==> config.mk <==
export PLATFORM = sky130hd
export DESIGN_NAME = dqla_top
export DESIGN_NICKNAME = d
export VERILOG_FILES = /design/src/dqla_pkg.sv /design/src/board_regs.sv /design/src/dac_spi_chain.sv /design/src/dqla_top.sv /design/src/motor_chan_regs.sv
export SDC_FILE = /design/constraint.sdc
export NUM_CORES = 1
export LEC_CHECK = 0
export BUFFER_PORTS_ARGS = -buffer_cell sky130_fd_sc_hd__buf_4
export CORE_UTILIZATION = 55
export CTS_CLUSTER_DIAMETER = 80
export DETAILED_ROUTE_END_ITERATION = 8
export PLACE_DENSITY = 0.87
export SLEW_MARGIN = 20
export SYNTH_ARGS = -nofsm -noshare
export SYNTH_HDL_FRONTEND = slang
export SYNTH_SLANG_ARGS = --single-unit
==> constraint.sdc <==
create_clock -name sysclk -period 7.1 [get_ports sysclk]
set_input_delay 0.355 -clock sysclk [delete_from_list [all_inputs] [get_ports sysclk]]
set_output_delay 0.355 -clock sysclk [all_outputs]
set_load 0.05 [all_outputs]
==> src/dqla_pkg.sv <==
package dqla_pkg;

    // --------------------------------------------------
    // Register bus address fields
    // --------------------------------------------------

    // Address space, reg_addr[15:12]
    typedef enum logic [3:0] {
        ADDR_MAIN     = 4'h0,  // Board and motor channels
        ADDR_HUB      = 4'h1,
        ADDR_PROM     = 4'h2,
        ADDR_PROM_QLA = 4'h3,
        ADDR_ETH      = 4'h4
    } addr_space_e;

    // Channel 0 offsets, reg_addr[3:0]
    typedef enum logic [3:0] {
        REG_STATUS = 4'h0,  // Power, relay, watchdog, board ID
        REG_DIGIN  = 4'h1,  // Not kept in this core
        REG_DOUT   = 4'h6   // Digital outputs
    } board_reg_e;

    // Channel 1..8 offsets, reg_addr[3:0]
    typedef enum logic [3:0] {
        OFF_ADC_DATA     = 4'h0,  // Reads zero here
        OFF_DAC_CTRL     = 4'h1,  // Commanded current and amp enable
        OFF_MOTOR_STATUS = 4'h2
    } chan_reg_e;

    // --------------------------------------------------
    // DAC serial frames
    // --------------------------------------------------

    typedef enum logic [1:0] {
        DAC_IDLE,   // Waiting for a request
        DAC_SHIFT,  // csn low, bits going out
        DAC_GAP     // csn high between frames
    } dac_state_e;

    localparam logic [3:0] DAC_CMD_WRITE_UPDATE = 4'd3;  // Write and update DAC
    localparam int         DAC_FRAME_BITS       = 24;    // cmd, 4 pad bits, 16 data
    localparam int         CUR_CMD_W            = 16;

    // DAC_CTRL write fields
    localparam int AMP_EN_MASK_BIT = 29;
    localparam int AMP_EN_VAL_BIT  = 28;

    // STATUS write fields
    localparam int PWR_MASK_BIT   = 19;
    localparam int PWR_VAL_BIT    = 18;
    localparam int RELAY_MASK_BIT = 17;
    localparam int RELAY_VAL_BIT  = 16;

    // STATUS read fields
    localparam int BOARD_ID_LSB   = 24;  // 4 bits wide
    localparam int WDOG_BIT       = 23;
    localparam int PWR_STAT_BIT   = 19;
    localparam int RELAY_STAT_BIT = 17;

endpackage

==> src/board_regs.sv <==
module board_regs
    import dqla_pkg::*;
(
    input  logic        sysclk,
    input  logic        arst_n,
    input  logic [15:0] reg_waddr,
    input  logic [31:0] reg_wdata,
    input  logic        reg_wen,
    input  logic [15:0] reg_raddr,
    input  logic [3:0]  board_id,
    input  logic        wdog_timeout,
    output logic        pwr_en,          // Board power to amps
    output logic        relay_on,        // Safety relay
    output logic [7:0]  dout,
    output logic        pwr_enable_cmd,  // Host power-on attempt
    output logic [31:0] board_rdata
);

    logic        wr_chan0;
    board_reg_e  wr_off;
    board_reg_e  rd_off;
    logic        status_wr;
    logic        dout_wr;
    logic [31:0] status_word;

    // --------------------------------------------------
    // Write decode, channel 0 only
    // --------------------------------------------------
    assign wr_chan0  = reg_wen && (addr_space_e'(reg_waddr[15:12]) == ADDR_MAIN)
                    && (reg_waddr[7:4] == 4'd0);
    assign wr_off    = board_reg_e'(reg_waddr[3:0]);
    assign status_wr = wr_chan0 && (wr_off == REG_STATUS);
    assign dout_wr   = wr_chan0 && (wr_off == REG_DOUT);

    // Both mask and value set
    assign pwr_enable_cmd = status_wr && reg_wdata[PWR_MASK_BIT] && reg_wdata[PWR_VAL_BIT];

    always_ff @(posedge sysclk or negedge arst_n) begin
        if (!arst_n) begin
            pwr_en   <= 1'b0;
            relay_on <= 1'b0;
            dout     <= '0;
        end else begin
            if (wdog_timeout) begin
                pwr_en <= 1'b0;  // Beats a same-cycle write
            end else if (status_wr && reg_wdata[PWR_MASK_BIT]) begin
                pwr_en <= reg_wdata[PWR_VAL_BIT];
            end
            if (status_wr && reg_wdata[RELAY_MASK_BIT]) begin
                relay_on <= reg_wdata[RELAY_VAL_BIT];
            end
            if (dout_wr) begin
                dout <= reg_wdata[7:0];
            end
        end
    end

    // --------------------------------------------------
    // Read side, offset only
    // --------------------------------------------------
    always_comb begin
        status_word                                    = '0;
        status_word[BOARD_ID_LSB +: 4]                 = board_id;
        status_word[WDOG_BIT]                          = wdog_timeout;
        status_word[PWR_STAT_BIT]                      = pwr_en;
        status_word[RELAY_STAT_BIT]                    = relay_on;
    end

    assign rd_off = board_reg_e'(reg_raddr[3:0]);

    always_comb begin
        case (rd_off)
            REG_STATUS: board_rdata = status_word;
            REG_DOUT:   board_rdata = {24'd0, dout};
            default:    board_rdata = '0;  // Unused offsets
        endcase
    end

endmodule

==> src/dac_spi_chain.sv <==
module dac_spi_chain
    import dqla_pkg::*;
#(
    parameter int DACS_PER_CHAIN = 4
) (
    input  logic                 sysclk,
    input  logic                 arst_n,
    input  logic [15:0]          reg_waddr,
    input  logic                 reg_wen,
    input  logic                 blk_wen,   // Block write in progress
    input  logic [CUR_CMD_W-1:0] cur_cmd [1:2*DACS_PER_CHAIN],
    output logic                 sclk,      // Shared by both chains
    output logic [1:0]           mosi,
    output logic [1:0]           csn
);

    localparam int NUM_DACS = 2 * DACS_PER_CHAIN;
    localparam int FRAME_W  = (DACS_PER_CHAIN > 1) ? $clog2(DACS_PER_CHAIN) : 1;
    localparam int BIT_W    = $clog2(DAC_FRAME_BITS);

    dac_state_e                state;
    logic                      dac_wr;
    logic                      cur_cmd_req;  // Pending update
    logic                      start;
    logic                      last_bit;
    logic                      last_frame;
    logic                      load_next;
    logic [BIT_W-1:0]          bit_cnt;
    logic [FRAME_W-1:0]        frame_cnt;
    logic                      gap_cnt;
    logic                      csn_q;
    logic [DAC_FRAME_BITS-1:0] shift_q [2];
    logic [CUR_CMD_W-1:0]      cmd_hold [1:NUM_DACS];

    // Command nibble, four zero bits, data MSB first
    function automatic logic [DAC_FRAME_BITS-1:0] build_frame(
        input logic [CUR_CMD_W-1:0] val
    );
        return {DAC_CMD_WRITE_UPDATE, 4'b0000, val};
    endfunction

    // DAC_CTRL write to any motor channel
    assign dac_wr = reg_wen && (addr_space_e'(reg_waddr[15:12]) == ADDR_MAIN)
                 && (reg_waddr[7:4] != 4'd0) && (reg_waddr[7:4] <= 4'(NUM_DACS))
                 && (chan_reg_e'(reg_waddr[3:0]) == OFF_DAC_CTRL);

    assign start      = cur_cmd_req && (state == DAC_IDLE);
    assign last_bit   = (bit_cnt == BIT_W'(DAC_FRAME_BITS - 1));
    assign last_frame = (frame_cnt == FRAME_W'(DACS_PER_CHAIN - 1));
    assign load_next  = (state == DAC_GAP) && gap_cnt && !last_frame;

    // --------------------------------------------------
    // Update request, merges while busy
    // --------------------------------------------------
    always_ff @(posedge sysclk or negedge arst_n) begin
        if (!arst_n) begin
            cur_cmd_req <= 1'b0;
        end else if (dac_wr) begin
            cur_cmd_req <= blk_wen;  // Plain write cancels
        end else if (start) begin
            cur_cmd_req <= 1'b0;
        end
    end

    // --------------------------------------------------
    // Frame sequencer
    // --------------------------------------------------
    always_ff @(posedge sysclk or negedge arst_n) begin
        if (!arst_n) begin
            state     <= DAC_IDLE;
            sclk      <= 1'b0;
            csn_q     <= 1'b1;
            bit_cnt   <= '0;
            frame_cnt <= '0;
            gap_cnt   <= 1'b0;
        end else begin
            case (state)
                DAC_IDLE: begin
                    if (start) begin
                        state     <= DAC_SHIFT;
                        csn_q     <= 1'b0;
                        sclk      <= 1'b0;
                        bit_cnt   <= '0;
                        frame_cnt <= '0;
                    end
                end
                DAC_SHIFT: begin
                    sclk <= !sclk;  // Period of 2 sysclk
                    if (sclk) begin
                        if (last_bit) begin
                            state   <= DAC_GAP;
                            csn_q   <= 1'b1;
                            gap_cnt <= 1'b0;
                        end else begin
                            bit_cnt <= bit_cnt + 1'b1;
                        end
                    end
                end
                DAC_GAP: begin
                    gap_cnt <= 1'b1;
                    if (gap_cnt) begin
                        if (last_frame) begin
                            state <= DAC_IDLE;
                        end else begin
                            state     <= DAC_SHIFT;
                            csn_q     <= 1'b0;
                            bit_cnt   <= '0;
                            frame_cnt <= frame_cnt + 1'b1;
                        end
                    end
                end
                default: state <= DAC_IDLE;
            endcase
        end
    end

    // Shift registers, moved on falling sclk
    always_ff @(posedge sysclk or negedge arst_n) begin
        if (!arst_n) begin
            shift_q <= '{default: '0};
        end else begin
            for (int c = 0; c < 2; c++) begin
                if (start) begin
                    shift_q[c] <= build_frame(cur_cmd[c * DACS_PER_CHAIN + 1]);
                end else if (load_next) begin
                    shift_q[c] <= build_frame(cmd_hold[c * DACS_PER_CHAIN + frame_cnt + 2]);
                end else if ((state == DAC_SHIFT) && sclk) begin
                    shift_q[c] <= {shift_q[c][DAC_FRAME_BITS-2:0], 1'b0};
                end
            end
        end
    end

    // Currents frozen for the whole transfer
    always_ff @(posedge sysclk) begin
        if (start) begin
            cmd_hold <= cur_cmd;
        end
    end

    assign mosi[0] = shift_q[0][DAC_FRAME_BITS-1];
    assign mosi[1] = shift_q[1][DAC_FRAME_BITS-1];
    assign csn     = {2{csn_q}};

endmodule

==> src/dqla_top.sv <==
module dqla_top
    import dqla_pkg::*;
#(
    parameter int NUM_MOTORS     = 8,
    parameter int DACS_PER_CHAIN = NUM_MOTORS / 2
) (
    input  logic                sysclk,
    input  logic                arst_n,
    // Register bus
    input  logic [15:0]         reg_raddr,
    input  logic [15:0]         reg_waddr,
    input  logic [31:0]         reg_wdata,
    input  logic                reg_wen,
    input  logic                blk_wen,
    output logic [31:0]         reg_rdata,
    // Board
    input  logic [3:0]          board_id,      // Rotary switch
    input  logic                wdog_timeout,  // Level from host watchdog
    output logic                wdog_clear,
    output logic                pwr_en,
    output logic                relay_on,
    output logic [7:0]          dout,
    output logic [1:NUM_MOTORS] amp_disable,
    // DAC chains
    output logic                dac_sclk,
    output logic [1:0]          dac_mosi,
    output logic [1:0]          dac_csn
);

    logic [31:0]          board_rdata;
    logic                 pwr_enable_cmd;
    logic [1:NUM_MOTORS]  amp_enable_cmd;
    logic [CUR_CMD_W-1:0] cur_cmd [1:NUM_MOTORS];
    logic [31:0]          motor_status [1:NUM_MOTORS];

    addr_space_e rd_space;
    logic [3:0]  rd_chan;
    chan_reg_e   rd_off;

    // --------------------------------------------------
    // Board register (channel 0)
    // --------------------------------------------------
    board_regs board0 (
        .sysclk         (sysclk),
        .arst_n         (arst_n),
        .reg_waddr      (reg_waddr),
        .reg_wdata      (reg_wdata),
        .reg_wen        (reg_wen),
        .reg_raddr      (reg_raddr),
        .board_id       (board_id),
        .wdog_timeout   (wdog_timeout),
        .pwr_en         (pwr_en),
        .relay_on       (relay_on),
        .dout           (dout),
        .pwr_enable_cmd (pwr_enable_cmd),
        .board_rdata    (board_rdata)
    );

    // --------------------------------------------------
    // Motor channels 1..8
    // --------------------------------------------------
    motor_chan_regs #(.NUM_MOTORS(NUM_MOTORS)) motor0 (
        .sysclk         (sysclk),
        .arst_n         (arst_n),
        .reg_waddr      (reg_waddr),
        .reg_wdata      (reg_wdata),
        .reg_wen        (reg_wen),
        .pwr_en         (pwr_en),
        .wdog_timeout   (wdog_timeout),
        .cur_cmd        (cur_cmd),
        .amp_enable_cmd (amp_enable_cmd),
        .amp_disable    (amp_disable),
        .motor_status   (motor_status)
    );

    // Both chains share sclk, one csn and mosi each
    dac_spi_chain #(.DACS_PER_CHAIN(DACS_PER_CHAIN)) dac0 (
        .sysclk    (sysclk),
        .arst_n    (arst_n),
        .reg_waddr (reg_waddr),
        .reg_wen   (reg_wen),
        .blk_wen   (blk_wen),
        .cur_cmd   (cur_cmd),
        .sclk      (dac_sclk),
        .mosi      (dac_mosi),
        .csn       (dac_csn)
    );

    // Host enabling power or any amp clears the watchdog flag
    assign wdog_clear = pwr_enable_cmd || (amp_enable_cmd != '0);

    // --------------------------------------------------
    // Read mux, zero latency
    // --------------------------------------------------
    assign rd_space = addr_space_e'(reg_raddr[15:12]);
    assign rd_chan  = reg_raddr[7:4];
    assign rd_off   = chan_reg_e'(reg_raddr[3:0]);

    always_comb begin
        reg_rdata = '0;  // Unused spaces, channels, offsets
        if (rd_space == ADDR_MAIN) begin
            if (rd_chan == 4'd0) begin
                reg_rdata = board_rdata;
            end else if (rd_chan <= 4'(NUM_MOTORS)) begin
                case (rd_off)
                    OFF_DAC_CTRL:     reg_rdata = {16'd0, cur_cmd[rd_chan]};
                    OFF_MOTOR_STATUS: reg_rdata = motor_status[rd_chan];
                    default:          reg_rdata = '0;
                endcase
            end
        end
    end

endmodule

==> src/motor_chan_regs.sv <==
module motor_chan_regs
    import dqla_pkg::*;
#(
    parameter int NUM_MOTORS = 8
) (
    input  logic                 sysclk,
    input  logic                 arst_n,
    input  logic [15:0]          reg_waddr,
    input  logic [31:0]          reg_wdata,
    input  logic                 reg_wen,
    input  logic                 pwr_en,        // From board register
    input  logic                 wdog_timeout,
    output logic [CUR_CMD_W-1:0] cur_cmd [1:NUM_MOTORS],
    output logic [1:NUM_MOTORS]  amp_enable_cmd,  // Host enable attempt
    output logic [1:NUM_MOTORS]  amp_disable,     // Active high to amp
    output logic [31:0]          motor_status [1:NUM_MOTORS]
);

    logic                wr_main;
    logic [3:0]          wr_chan;
    chan_reg_e           wr_off;
    logic [1:NUM_MOTORS] amp_en_reg;  // Host requested enable
    logic [1:NUM_MOTORS] amp_on;      // Actually driving

    // Shared write decode
    assign wr_main = reg_wen && (addr_space_e'(reg_waddr[15:12]) == ADDR_MAIN);
    assign wr_chan = reg_waddr[7:4];
    assign wr_off  = chan_reg_e'(reg_waddr[3:0]);

    // --------------------------------------------------
    // One slice per channel
    // --------------------------------------------------
    for (genvar k = 1; k <= NUM_MOTORS; k++) begin : g_chan
        logic dac_wr;
        logic en_mask;
        logic en_val;

        assign dac_wr  = wr_main && (wr_chan == 4'(k)) && (wr_off == OFF_DAC_CTRL);
        assign en_mask = reg_wdata[AMP_EN_MASK_BIT];
        assign en_val  = reg_wdata[AMP_EN_VAL_BIT];

        // Seen on the write cycle itself
        assign amp_enable_cmd[k] = dac_wr && en_mask && en_val;

        always_ff @(posedge sysclk or negedge arst_n) begin
            if (!arst_n) begin
                cur_cmd[k]    <= '0;
                amp_en_reg[k] <= 1'b0;
            end else begin
                if (dac_wr) begin
                    cur_cmd[k] <= reg_wdata[CUR_CMD_W-1:0];
                end
                // Watchdog wins over a simultaneous enable
                if (wdog_timeout) begin
                    amp_en_reg[k] <= 1'b0;
                end else if (dac_wr && en_mask) begin
                    amp_en_reg[k] <= en_val;
                end
            end
        end

        // Needs board power as well
        assign amp_on[k]      = amp_en_reg[k] && pwr_en;
        assign amp_disable[k] = !amp_on[k];

        // Bit 2 wdog, bit 1 enable reg, bit 0 amp on
        assign motor_status[k] = {29'd0, wdog_timeout, amp_en_reg[k], amp_on[k]};
    end

endmodule

# Word-level counts from Yosys, hierarchy flattened

Cells that the tools add are included.

Word-level logic and storage cells: 235
Output and inout bits: 56
Bits in registers: 335
Bits of input ports: 73

Reduce and logical (&&, ||, !) cells: 95
Add/sub/neg operators: 5
Eq/ne operators: 23
Magnitude comparators: 5
Multiplexer cells: 68
Bitwise gates (word level): 3

Operator list:

| cell                    | number |
|---|---|
| $bmux W16 S4            | 3 |
| $mux W32                | 5 |
| $mux W24                | 6 |
| $bmux W32 S4            | 1 |
| $mux W16                | 6 |
| $ge A33 B5 Y1 const B   | 2 |
| $not A32 Y33            | 2 |
| $pmux W32 S2            | 1 |
| $pmux W28 S2            | 1 |
| $logic_and A1 B1 Y1     | 54 |
| $add A32 B2 Y32 const B | 1 |
| $mux W1                 | 27 |
| $reduce_bool A2 Y1      | 13 |
| $mux W5                 | 5 |
| $eq A4 B3 Y1 const B    | 6 |
| $logic_not A4 Y1        | 6 |
| $pmux W5 S3             | 1 |
| $mux W2                 | 7 |
| $eq A4 B1 Y1 const B    | 3 |
| $eq A4 B2 Y1 const B    | 3 |
| $reduce_and A6 Y1       | 2 |
| $logic_not A1 Y1        | 10 |
| $le A4 B4 Y1 const B    | 2 |
| $ne A2 B1 Y1 const B    | 4 |
| 23 further kinds        | 28 |

# Longest topological paths before layout

Gate-level depths: netlist of run 1.

Depth after elaboration: 8
Mapped depth: 8
Depth with buffers taken out: 5

# Hierarchy

A second synthesis of run 1 with hierarchy kept.

Cells, all modules: 1,594
Area total of the unflattened synthesis: 18,785.5 um^2

By module, submodules not included:

| module          | sequential area each (um^2) | times used | area each (um^2) | cells each |
|---|---|---|---|---|
| motor_chan_regs | 3,403.3                     | 1          | 7,240.7          | 597 |
| dac_spi_chain   | 4,890.9                     | 1          | 6,959.2          | 498 |
| dqla_top        | 0.0                         | 1          | 3,834.9          | 430 |
| board_regs      | 250.2                       | 1          | 750.7            | 69 |

# Worst setup path before layout of run 1

Ideal clock, no wire load.

Path type: reg-to-reg
Start: register dac0.state[0]
End: register dac0.shift_q[1] in the netlist's numbering
Data required time: 7.005 ns
Path slack: 2.787 ns
Path buffers: 3
Cell stages (with the launch flop): 8
Clock period less this slack: 4.313 ns
Data arrival time: 4.217 ns
Setup time: 0.095 ns
Cell sequence: dfrtp_1 -> or3b_2 -> clkbuf_1 -> inv_1 -> nor3_1 -> clkbuf_1 -> clkbuf_1 -> o31ai_1

Elaborated cells on any way between the ends: 10
Those cells by class: eq/ne: 2; mux: 2; reduce/logical: 6

RTL lines:

| element                                                         | RTL line             | text |
|---|---|---|
| start: declaration                                              | dac_spi_chain.sv:21  | `dac_state_e state;` |
| start signal: assignment                                        | dac_spi_chain.sv:70  | `state <= DAC_IDLE;` |
| start signal: assignment                                        | dac_spi_chain.sv:80  | `state <= DAC_SHIFT;` |
| start signal: assignment                                        | dac_spi_chain.sv:91  | `state <= DAC_GAP;` |
| $logic_not A2 Y1 *                                              | dac_spi_chain.sv:47  | `assign start = cur_cmd_req && (state == DAC_IDLE);` |
| $logic_and A1 B1 Y1 *                                           | dac_spi_chain.sv:47  |  |
| named net dac0.start                                            | dac_spi_chain.sv:24  | `logic start;` |
| $reduce_bool A3 Y1 (no source line) or $mux W24 (tied branches) | --                   |  |
| end signal: indexed assignment                                  | dac_spi_chain.sv:124 | `shift_q[c] <= build_frame(cur_cmd[c * DACS_PER_CHAIN + 1]);` |
| end signal: indexed assignment                                  | dac_spi_chain.sv:126 | `shift_q[c] <= build_frame(cmd_hold[c * DACS_PER_CHAIN + frame_cnt + 2]);` |
| end signal: indexed assignment                                  | dac_spi_chain.sv:128 | `shift_q[c] <= {shift_q[c][DAC_FRAME_BITS-2:0], 1'b0};` |
| end: declaration                                                | dac_spi_chain.sv:32  | `logic [DAC_FRAME_BITS-1:0] shift_q [2];` |

The timed path passes the listed nets; every way through them passes the cells marked *.
A chain may end at the register's enable or synchronous reset.

# Final worst setup path of run 1

Start: input reg_raddr[5]
End: output reg_rdata[7]

Longest elaborated chain between the ends: 8
Elaborated cells on any way between the ends: 13
Those cells by class: order compare: 1; mux: 10; bitwise: 1; reduce/logical: 1

Ends and longest elaborated chain:

| element                                                                 | RTL line                         | text |
|---|---|---|
| start: declaration                                                      | dqla_top.sv:10                   | `input logic [15:0] reg_raddr,` |
| $not A4 Y5 (implied by the code)                                        | dqla_top.sv:106, dqla_top.sv:107 |  |
| $bmux W32 S4 or $bmux W16 S4 (tied branches)                            | dqla_top.sv:107, dqla_top.sv:106 |  |
| $mux W32 (implied by the code) or $mux W16 (tied branches) (2 in a row) | dqla_top.sv:107, dqla_top.sv:106 |  |
| $pmux W32 S2                                                            | dqla_top.sv:105                  | `case (rd_off)` |
| $mux W32                                                                | dqla_top.sv:104                  | `end else if (rd_chan <= 4'(NUM_MOTORS)) begin` |
| $mux W32 *                                                              | dqla_top.sv:102                  | `if (rd_chan == 4'd0) begin` |
| $mux W32 *                                                              | dqla_top.sv:101                  | `if (rd_space == ADDR_MAIN) begin` |
| end: declaration                                                        | dqla_top.sv:15                   | `output logic [31:0] reg_rdata,` |

Mark *: on every way between the ends. The rest lies on a longest branch, timed or not. The select of a mux whose other input is x is not followed.

==> qor.csv, run 1 <==
stage,metric,value,unit
status,status,finished clean,
global_route,Global Route Usage Sum,26.67,%
setup_path,worst reg2reg path depth,4,
timing,final worst path period need,3573,ps
setup_path,reg-to-reg startpoint,dac0.state[0],
timing,Setup-failing EPs final,0,
pwr,Peak VDD IR,214.0,uV
place,RD Place Congestion,0.8435,
setup_path,Reg2Reg Setup Slack,4000,ps
timing,final hold vios,0,
global_route,vias in the first global route,9667,
final_layout,nets,1168,
timing,Max Clock Skew,12.07,ps
hold_path,hold path start,reg_wdata[16],
clocking,clk_lat worst skew,560,ps
pwr,Pwr Density,253.0,nW/um^2
logic_synthesis,Synth top area share,36.09,%
place,Setup WS pre-CTS,3515,ps
setup_path,critical path required time,6740,ps
pwr,P_leak,0.007173,uW
timing,Fmax,279.9,MHz
logic_synthesis,Netlist cell types,64,
logic_synthesis,"Seq/Total Area, Yosys",59.81,%
timing,period utilisation layout,50.33,%
clocking,cts repair resizes,0,
logic_synthesis,Post-synth EDFFs,112,
setup_path,RR Endpoint,dac0.cmd_hold[105],
clocking,Clock Tree Root,clkbuf_16,
drt,average wire per standard cell,23.94,um
logic_synthesis,most frequent cell after synthesis,dfrtp_1,
clocking,H-tree depth,1,
final_layout,multi-input logic area,5291,sq um
setup_path,critical path arrival,3220,ps
logic_synthesis,"top cells by count, synth","dfrtp_1, mux2_2, edfxtp_1",
global_route,largest net degree at the start of global routing,125,
logic_synthesis,Seq cells post-synth,319,
drt,Residual DRC,0,
drt,routed vias/inst,6.456,
job,Max-Cap Viols,0,
floorplan,IO Pins,129,
clocking,clock sinks,319,
global_route,grt total ovfl,0,
timing,final setup TNS,0,ps
logic_synthesis,Cells after Synth,1022,
logic_synthesis,synth top area cells,"dfrtp_1, edfxtp_1, mux2_2",
global_route,first-pass GRT wire length,54.11,mm
floorplan,Die Area,26620,sq um
setup_path,Worst setup EP type,primary output,
drt,First-pass DRT Iterations,5,
timing,Worst slew margin,21.04,%
timing,RSZ-0062 raised after global routing,false,
final_layout,fill count,1768,
setup_path,Setup crit end,reg_rdata[7],
drt,Vias,9335,
timing,Max Slew Vio Count,0,
clocking,cts bufs inserted,31,
place,Final HPWL DP,20.03,mm
global_route,initial antenna violation count,0,
logic_synthesis,"Async S/R FF share, synth",64.89,%
drt,Initial DRC Count,1030,
setup_path,crit path launch type,input pin,
drt,detailed-route wire length,34.62,mm
setup_path,WS Path Type,in2out,
place,Port-buffer cells,101,
logic_synthesis,Yosys warning total,0,
final_layout,storage element area,8546,sq um
drt,ANT nets after route,0,
logic_synthesis,post-synth top area cell,dfrtp_1,
floorplan,site row count,58,
clocking,Max clock buf depth,3,
clocking,CTS clock-pin slew for the worst setup and hold paths,60,ps
floorplan,die height,163.2,um
final_layout,Antenna Cells,0,
logic_synthesis,area of the mapped netlist,14280,sq um
timing,slew at the pin closest to its max-slew limit,1183,ps
final_layout,share of layout cells above drive strength 1,32.35,%
setup_path,crit-path max FO,37,
setup_path,Worst Setup SP,reg_raddr[5],
floorplan,core area,25330,sq um
final_layout,"Area growth, synth to finish",12.93,%
logic_synthesis,ys flop type,dfrtp_1,
clocking,CTS tree,yes,
floorplan,Initial Utilization,56.40,%
floorplan,die width,163.2,um
logic_synthesis,mean post-synth cell area,13.98,sq um
timing,setup ws final,3527,ps
hold_path,Worst Hold Class,in2reg,
sequential cells by signal (all words and copies together), names as in the netlist:
| name | flops |
|---|---|
| dac0.gap_cnt | 1 |
| dac0.shift_q | 46 |
| dac0.frame_cnt | 2 |
| board0.pwr_en | 1 |
| board0.relay_on | 1 |
| dac0.state | 2 |
| dac0.mosi | 2 |
| motor0.motor_status | 8 |
| board0.dout | 8 |
| dac0.cmd_hold | 112 |
| motor0.cur_cmd | 128 |
| dac0.csn_q | 1 |
| dac0.sclk | 1 |
| dac0.cur_cmd_req | 1 |
| dac0.bit_cnt | 5 |
cell families after synthesis:
group                    share of synthesized area (%)
other                                          0.02625
XOR/XNOR                                       0.06132
multiplexers                                     19.19
adder cells (fa/ha/maj)                         0.1751
AO/OA/AOI/OAI                                    8.549
AND/OR/NAND/NOR                                  8.715
flip-flops                                       59.81
buffers and inverters                            3.469
metal layers:
layer	part of all wire, %	wire [um]	global-route usage [%]
met5	0	0	0
met4	3.3	1139	10.15
met3	7.2	2501	4.368
met2	51	17520	44.84
met1	39	13460	34.78
cells in the final DEF, fill, tap and decap left out, types with 5 or more instances in the layout:
cell,n
mux2_4,10
inv_1,9
o31ai_1,32
mux2_2,141
a211oi_1,22
nand4_1,9
nor2b_1,17
buf_4,114
a21oi_1,19
nand2b_1,15
nor2_1,37
a221oi_1,15
and2_1,8
mux4_2,29
conb_1,9
a22o_1,14
clkinv_2,5
clkbuf_16,31
clkbuf_1,11
o22ai_1,33
nand2_1,63
or3_1,10
dfrtp_1,205
nand3_1,16
o21ai_0,12
edfxtp_1,112
mux2i_1,35
through the flow:
| stage | power (uW) | area, sq um | cells | util, % | hold slack, ps |
|---|---|---|---|---|---|
| 2_1_floorplan | 2396 | 14320 | 1030 | - | 59.41 |
| 3_3_place_gp | 2525 | 15170 | 1389 | 59.88 | 439.5 |
| 3_5_place_dp | 2550 | 15170 | 1389 | 59.88 | 446.5 |
| 4_1_cts | 4090 | 16120 | 1445 | 63.63 | 18.17 |
| 5_1_grt | 4212 | 16130 | 1446 | 63.69 | 27.27 |
| 6_report | 4081 | 16130 | 1446 | 63.69 | 28.43 |
cell type report:
class | instances | share of cell area [%]
inverter | 10 | 0.2482
timing repair buffer | 117 | 5.530
multi-input combinational | 614 | 32.80
tap | 330 | 2.560
sequential | 319 | 52.97
clock buffer | 46 | 5.406
clock inverter | 10 | 0.4809
report_power, final:
part           internal, uW  switching (uW)  total, uW
logic                   155             323        478
clock network           881             680       1560
registers              1980            62.0       2040
how the worst min path moves through the flow:
stage	end	slack (ps)	cells after the start
finish	board0.relay_on	30	2
global route	board0.relay_on	30	2
CTS	dac0.cur_cmd_req	20	1
detailed placement	dac0.cmd_hold[2]	450	0
global placement	dac0.cmd_hold[32]	440	0
floorplan	board0.dout[0]	60	0
repair_timing:
item                      CTS  global route
hold buffers                0             1
buffers inserted            0             0
hold endpoints to repair    0             1
critical path, stage by stage:
cell and delay [ps]:
buf_4 210, buf_4 560, or4_1 260, nand4_1 750
or2_2 630, o21ai_0 190, buf_4 230
(Power assumes the default switching activity.)
==> run 2, diff against run 1 <==
--- a/config.mk
+++ b/config.mk
@@ -6,10 +6,10 @@
 export NUM_CORES = 1
 export LEC_CHECK = 0
 export BUFFER_PORTS_ARGS = -buffer_cell sky130_fd_sc_hd__buf_4
-export CORE_UTILIZATION = 55
+export CORE_UTILIZATION = 54
 export CTS_CLUSTER_DIAMETER = 80
 export DETAILED_ROUTE_END_ITERATION = 8
-export PLACE_DENSITY = 0.87
+export PLACE_DENSITY = 0.88
 export SLEW_MARGIN = 20
 export SYNTH_ARGS = -nofsm -noshare
 export SYNTH_HDL_FRONTEND = slang
==> constraint.sdc (replaced) <==
create_clock -name sysclk -period 2.9 [get_ports sysclk]
set_input_delay 0.145 -clock sysclk [delete_from_list [all_inputs] [get_ports sysclk]]
set_output_delay 0.145 -clock sysclk [all_outputs]
set_load 0.05 [all_outputs]
==> run 2 against run 1 <==
Net effect: total power rose to 2.6 times the previous value; register-to-register slack worse by 3600 ps; global-route usage up 0.68 points; largest power group unchanged; design area up 4.0%; via count up 4.0%; die area up 1.8%; non-clock buffer count up 43.
==> qor.csv, run 2 (synthesis gave the netlist of run 1 again) <==
stage,metric,value,unit,change
status,status,finished clean,,unchanged
place,Port-buffer cells,101,,unchanged
timing,Max Slew Vio Count,0,,unchanged
clocking,Post-CTS Setup Inserts,0,,unchanged
setup_path,Reg2Reg Setup Slack,450,ps,was 4000 ps
setup_path,reg-to-reg startpoint,dac0.state[0],,unchanged
timing,final worst path period need,2461,ps,
global_route,busiest grt layer,met2,,unchanged
timing,slew at the pin closest to its max-slew limit,805.3,ps,was 1183 ps
setup_path,cell-by-cell trace of the critical path,"mux2_2, a221oi_1, or4_1, a211oi_1, buf_4",,"was buf_4, buf_4, or4_1, nand4_1, or2_2, o21ai_0, buf_4"
final_layout,register name with the most flops,motor0.cur_cmd,,unchanged
global_route,vias in the first global route,9900,,"was 9,667"
setup_path,critical path required time,2760,ps,was 6740 ps
clocking,clk_lat worst skew,520,ps,was 560 ps
setup_path,RR Endpoint,dac0.shift_q[45],,was dac0.cmd_hold[105]
final_layout,"most common cell after layout, fill and taps aside",dfrtp_1,,unchanged
setup_path,max incr delay on CP,500,ps,was 750 ps
clocking,CTS Hold Buffers Added,26,,was 0
setup_path,critical path arrival,2320,ps,was 3220 ps
global_route,largest net degree at the start of global routing,87,,was 125
timing,Worst slew margin,45.55,%,was 21.04%
global_route,grt total ovfl,0,,unchanged
clocking,Max clock buf depth,3,,unchanged
floorplan,site row count,59,,was 58
drt,ANT nets after route,0,,unchanged
global_route,M2 GR Usage,45.45,%,was 44.84%
global_route,met3 Use GR,4.972,%,was 4.368%
clocking,cts repair resizes,0,,unchanged
floorplan,Die Area,27110,sq um,"was 26,620 sq um"
timing,setup ws final,439.5,ps,was 3527 ps
place,Placed Instances,1412,,"was 1,389"
final_layout,"Area growth, synth to finish",17.42,%,was 12.93%
drt,Residual DRC,0,,unchanged
place,Final HPWL DP,20.93,mm,was 20.03 mm
setup_path,stages on the worst setup path,5,,was 7
timing,Setup-failing EPs final,0,,unchanged
final_layout,nets,1214,,"was 1,168"
setup_path,CP bufs+invs,1,,was 3
hold_path,Worst Hold Class,in2reg,,unchanged
clocking,Clock Tree Root,clkbuf_16,,unchanged
floorplan,IO Pins,129,,unchanged
setup_path,Worst Setup SP,motor0.cur_cmd[82],,was reg_raddr[5]
drt,Vias,9712,,"was 9,335"
setup_path,crit path launch type,flop,,was input pin
hold_path,hold path start,reg_waddr[5],,was reg_wdata[16]
clocking,H-tree depth,2,,was 1
drt,First-pass DRT Iterations,5,,unchanged
timing,Max Clock Skew,16.76,ps,was 12.07 ps
pwr,Pwr Density,627.3,nW/um^2,was 253.0 nW/um^2
setup_path,"Slowest-stage cell, CP",or4_1,,was nand4_1
global_route,initial antenna violation count,0,,unchanged
timing,final setup TNS,0,ps,unchanged
final_layout,fin util,64.55,%,was 63.69%
setup_path,crit-path max FO,3,,was 37
final_layout,Antenna Cells,0,,unchanged
clocking,cts bufs inserted,34,,was 31
place,Setup WS pre-CTS,364.2,ps,was 3515 ps
setup_path,Setup crit end,reg_rdata[2],,was reg_rdata[7]
job,Max-Cap Viols,0,,unchanged
setup_path,WS Path Type,reg2out,,was in2out
place,RD Place Congestion,0.8076,,was 0.8435
drt,average wire per standard cell,23.60,um,was 23.94 um
timing,RSZ-0062 raised after global routing,false,,unchanged
final_layout,registers with the most flip-flops,"motor0.cur_cmd: 128 flops, dac0.cmd_hold: 112 flops, dac0.shift_q: 46 flops",,unchanged
pwr,Peak VDD IR,492.2,uV,was 214.0 uV
pwr,P_leak,0.007456,uW,was 0.007173 uW
timing,Fmax,406.4,MHz,
drt,routed vias/inst,6.475,,was 6.456
setup_path,crit-path leading delay family,simple AND/OR/NAND/NOR gates,,unchanged
floorplan,die width,164.6,um,was 163.2 um
drt,Initial DRC Count,1041,,"was 1,030"
global_route,M1 GR Usage,35.66,%,was 34.78%
final_layout,"leading cell types in the layout, fill and taps excluded","dfrtp_1, mux2_2, buf_4, edfxtp_1, nand2_1",,unchanged
floorplan,Initial Utilization,54.97,%,was 56.40%
setup_path,Worst setup EP type,primary output,,unchanged
global_route,first-pass GRT wire length,55.78,mm,was 54.11 mm
final_layout,share of layout cells above drive strength 1,33.22,%,was 32.35%
drt,detailed-route wire length,35.40,mm,was 34.62 mm
timing,period utilisation layout,84.85,%,
floorplan,core area,25980,sq um,"was 25,330 sq um"
timing,final hold vios,0,,unchanged
clocking,CTS clock-pin slew for the worst setup and hold paths,60,ps,about the same
setup_path,worst reg2reg path depth,6,,was 4
clocking,CTS tree,yes,,unchanged
global_route,Global Route Usage Sum,27.34,%,was 26.67%
final_layout,number of flip-flops in the largest register,128,,unchanged
floorplan,die height,164.6,um,was 163.2 um
pwr,Total Power,10520,uW,was 4081 uW
clocking,clock sinks,319,,unchanged
final_layout,final std cells w/o fill,1500,,"was 1,446"
[run 2: per-stage QoR]
step                area, sq um  hold WS (ps)
global route              16770         111.0
CTS                       16770         80.70
global placement          15400         191.1
finish                    16770         84.88
detailed placement        15400         208.0
floorplan                 14410        -150.6
[run 2: final cells by class]
| class | instances | area (sq um) |
|---|---|---|
| clock buffer | 48 | 987.2 |
| multi-input combinational | 614 | 5304 |
| fill | 1807 | 9211 |
| sequential | 319 | 8546 |
| inverter | 10 | 41.29 |
| clock inverter | 14 | 128.9 |
| tap | 335 | 419.2 |
| timing repair buffer | 160 | 1348 |
[run 2: how the worst min path moves through the flow]
stage | slack [ps] | to | cells after the start
after floorplan | -150 | board0.dout[0] | 0
after global placement | 190 | dac0.sclk | 1
after detailed placement | 210 | dac0.sclk | 1
after CTS | 80 | motor0.motor_status[97] | 4
after global routing | 110 | motor0.motor_status[33] | 4
final | 80 | motor0.motor_status[97] | 4
[run 2: layer usage]
layer / routed length [um] / vias to the layer above
met2: 17480 / 556
li1: - / 4107
met5: 0 / -
met1: 13710 / 4949
met3: 3020 / 100
met4: 1184 / 0
[run 2: report_power, final]
group / total, uW / internal [uW] / switching, uW
logic: 1200 / 411 / 787
clock network: 4330 / 2570 / 1760
registers: 4990 / 4850 / 146
total: 10500 / 7830 / 2700
[run 2: tightest hold or removal path, delay by kind of cell]
kind | cells | cell delay, ps
mux | 1 | 70
buf+inv | 1 | 150
simple gates | 2 | 190
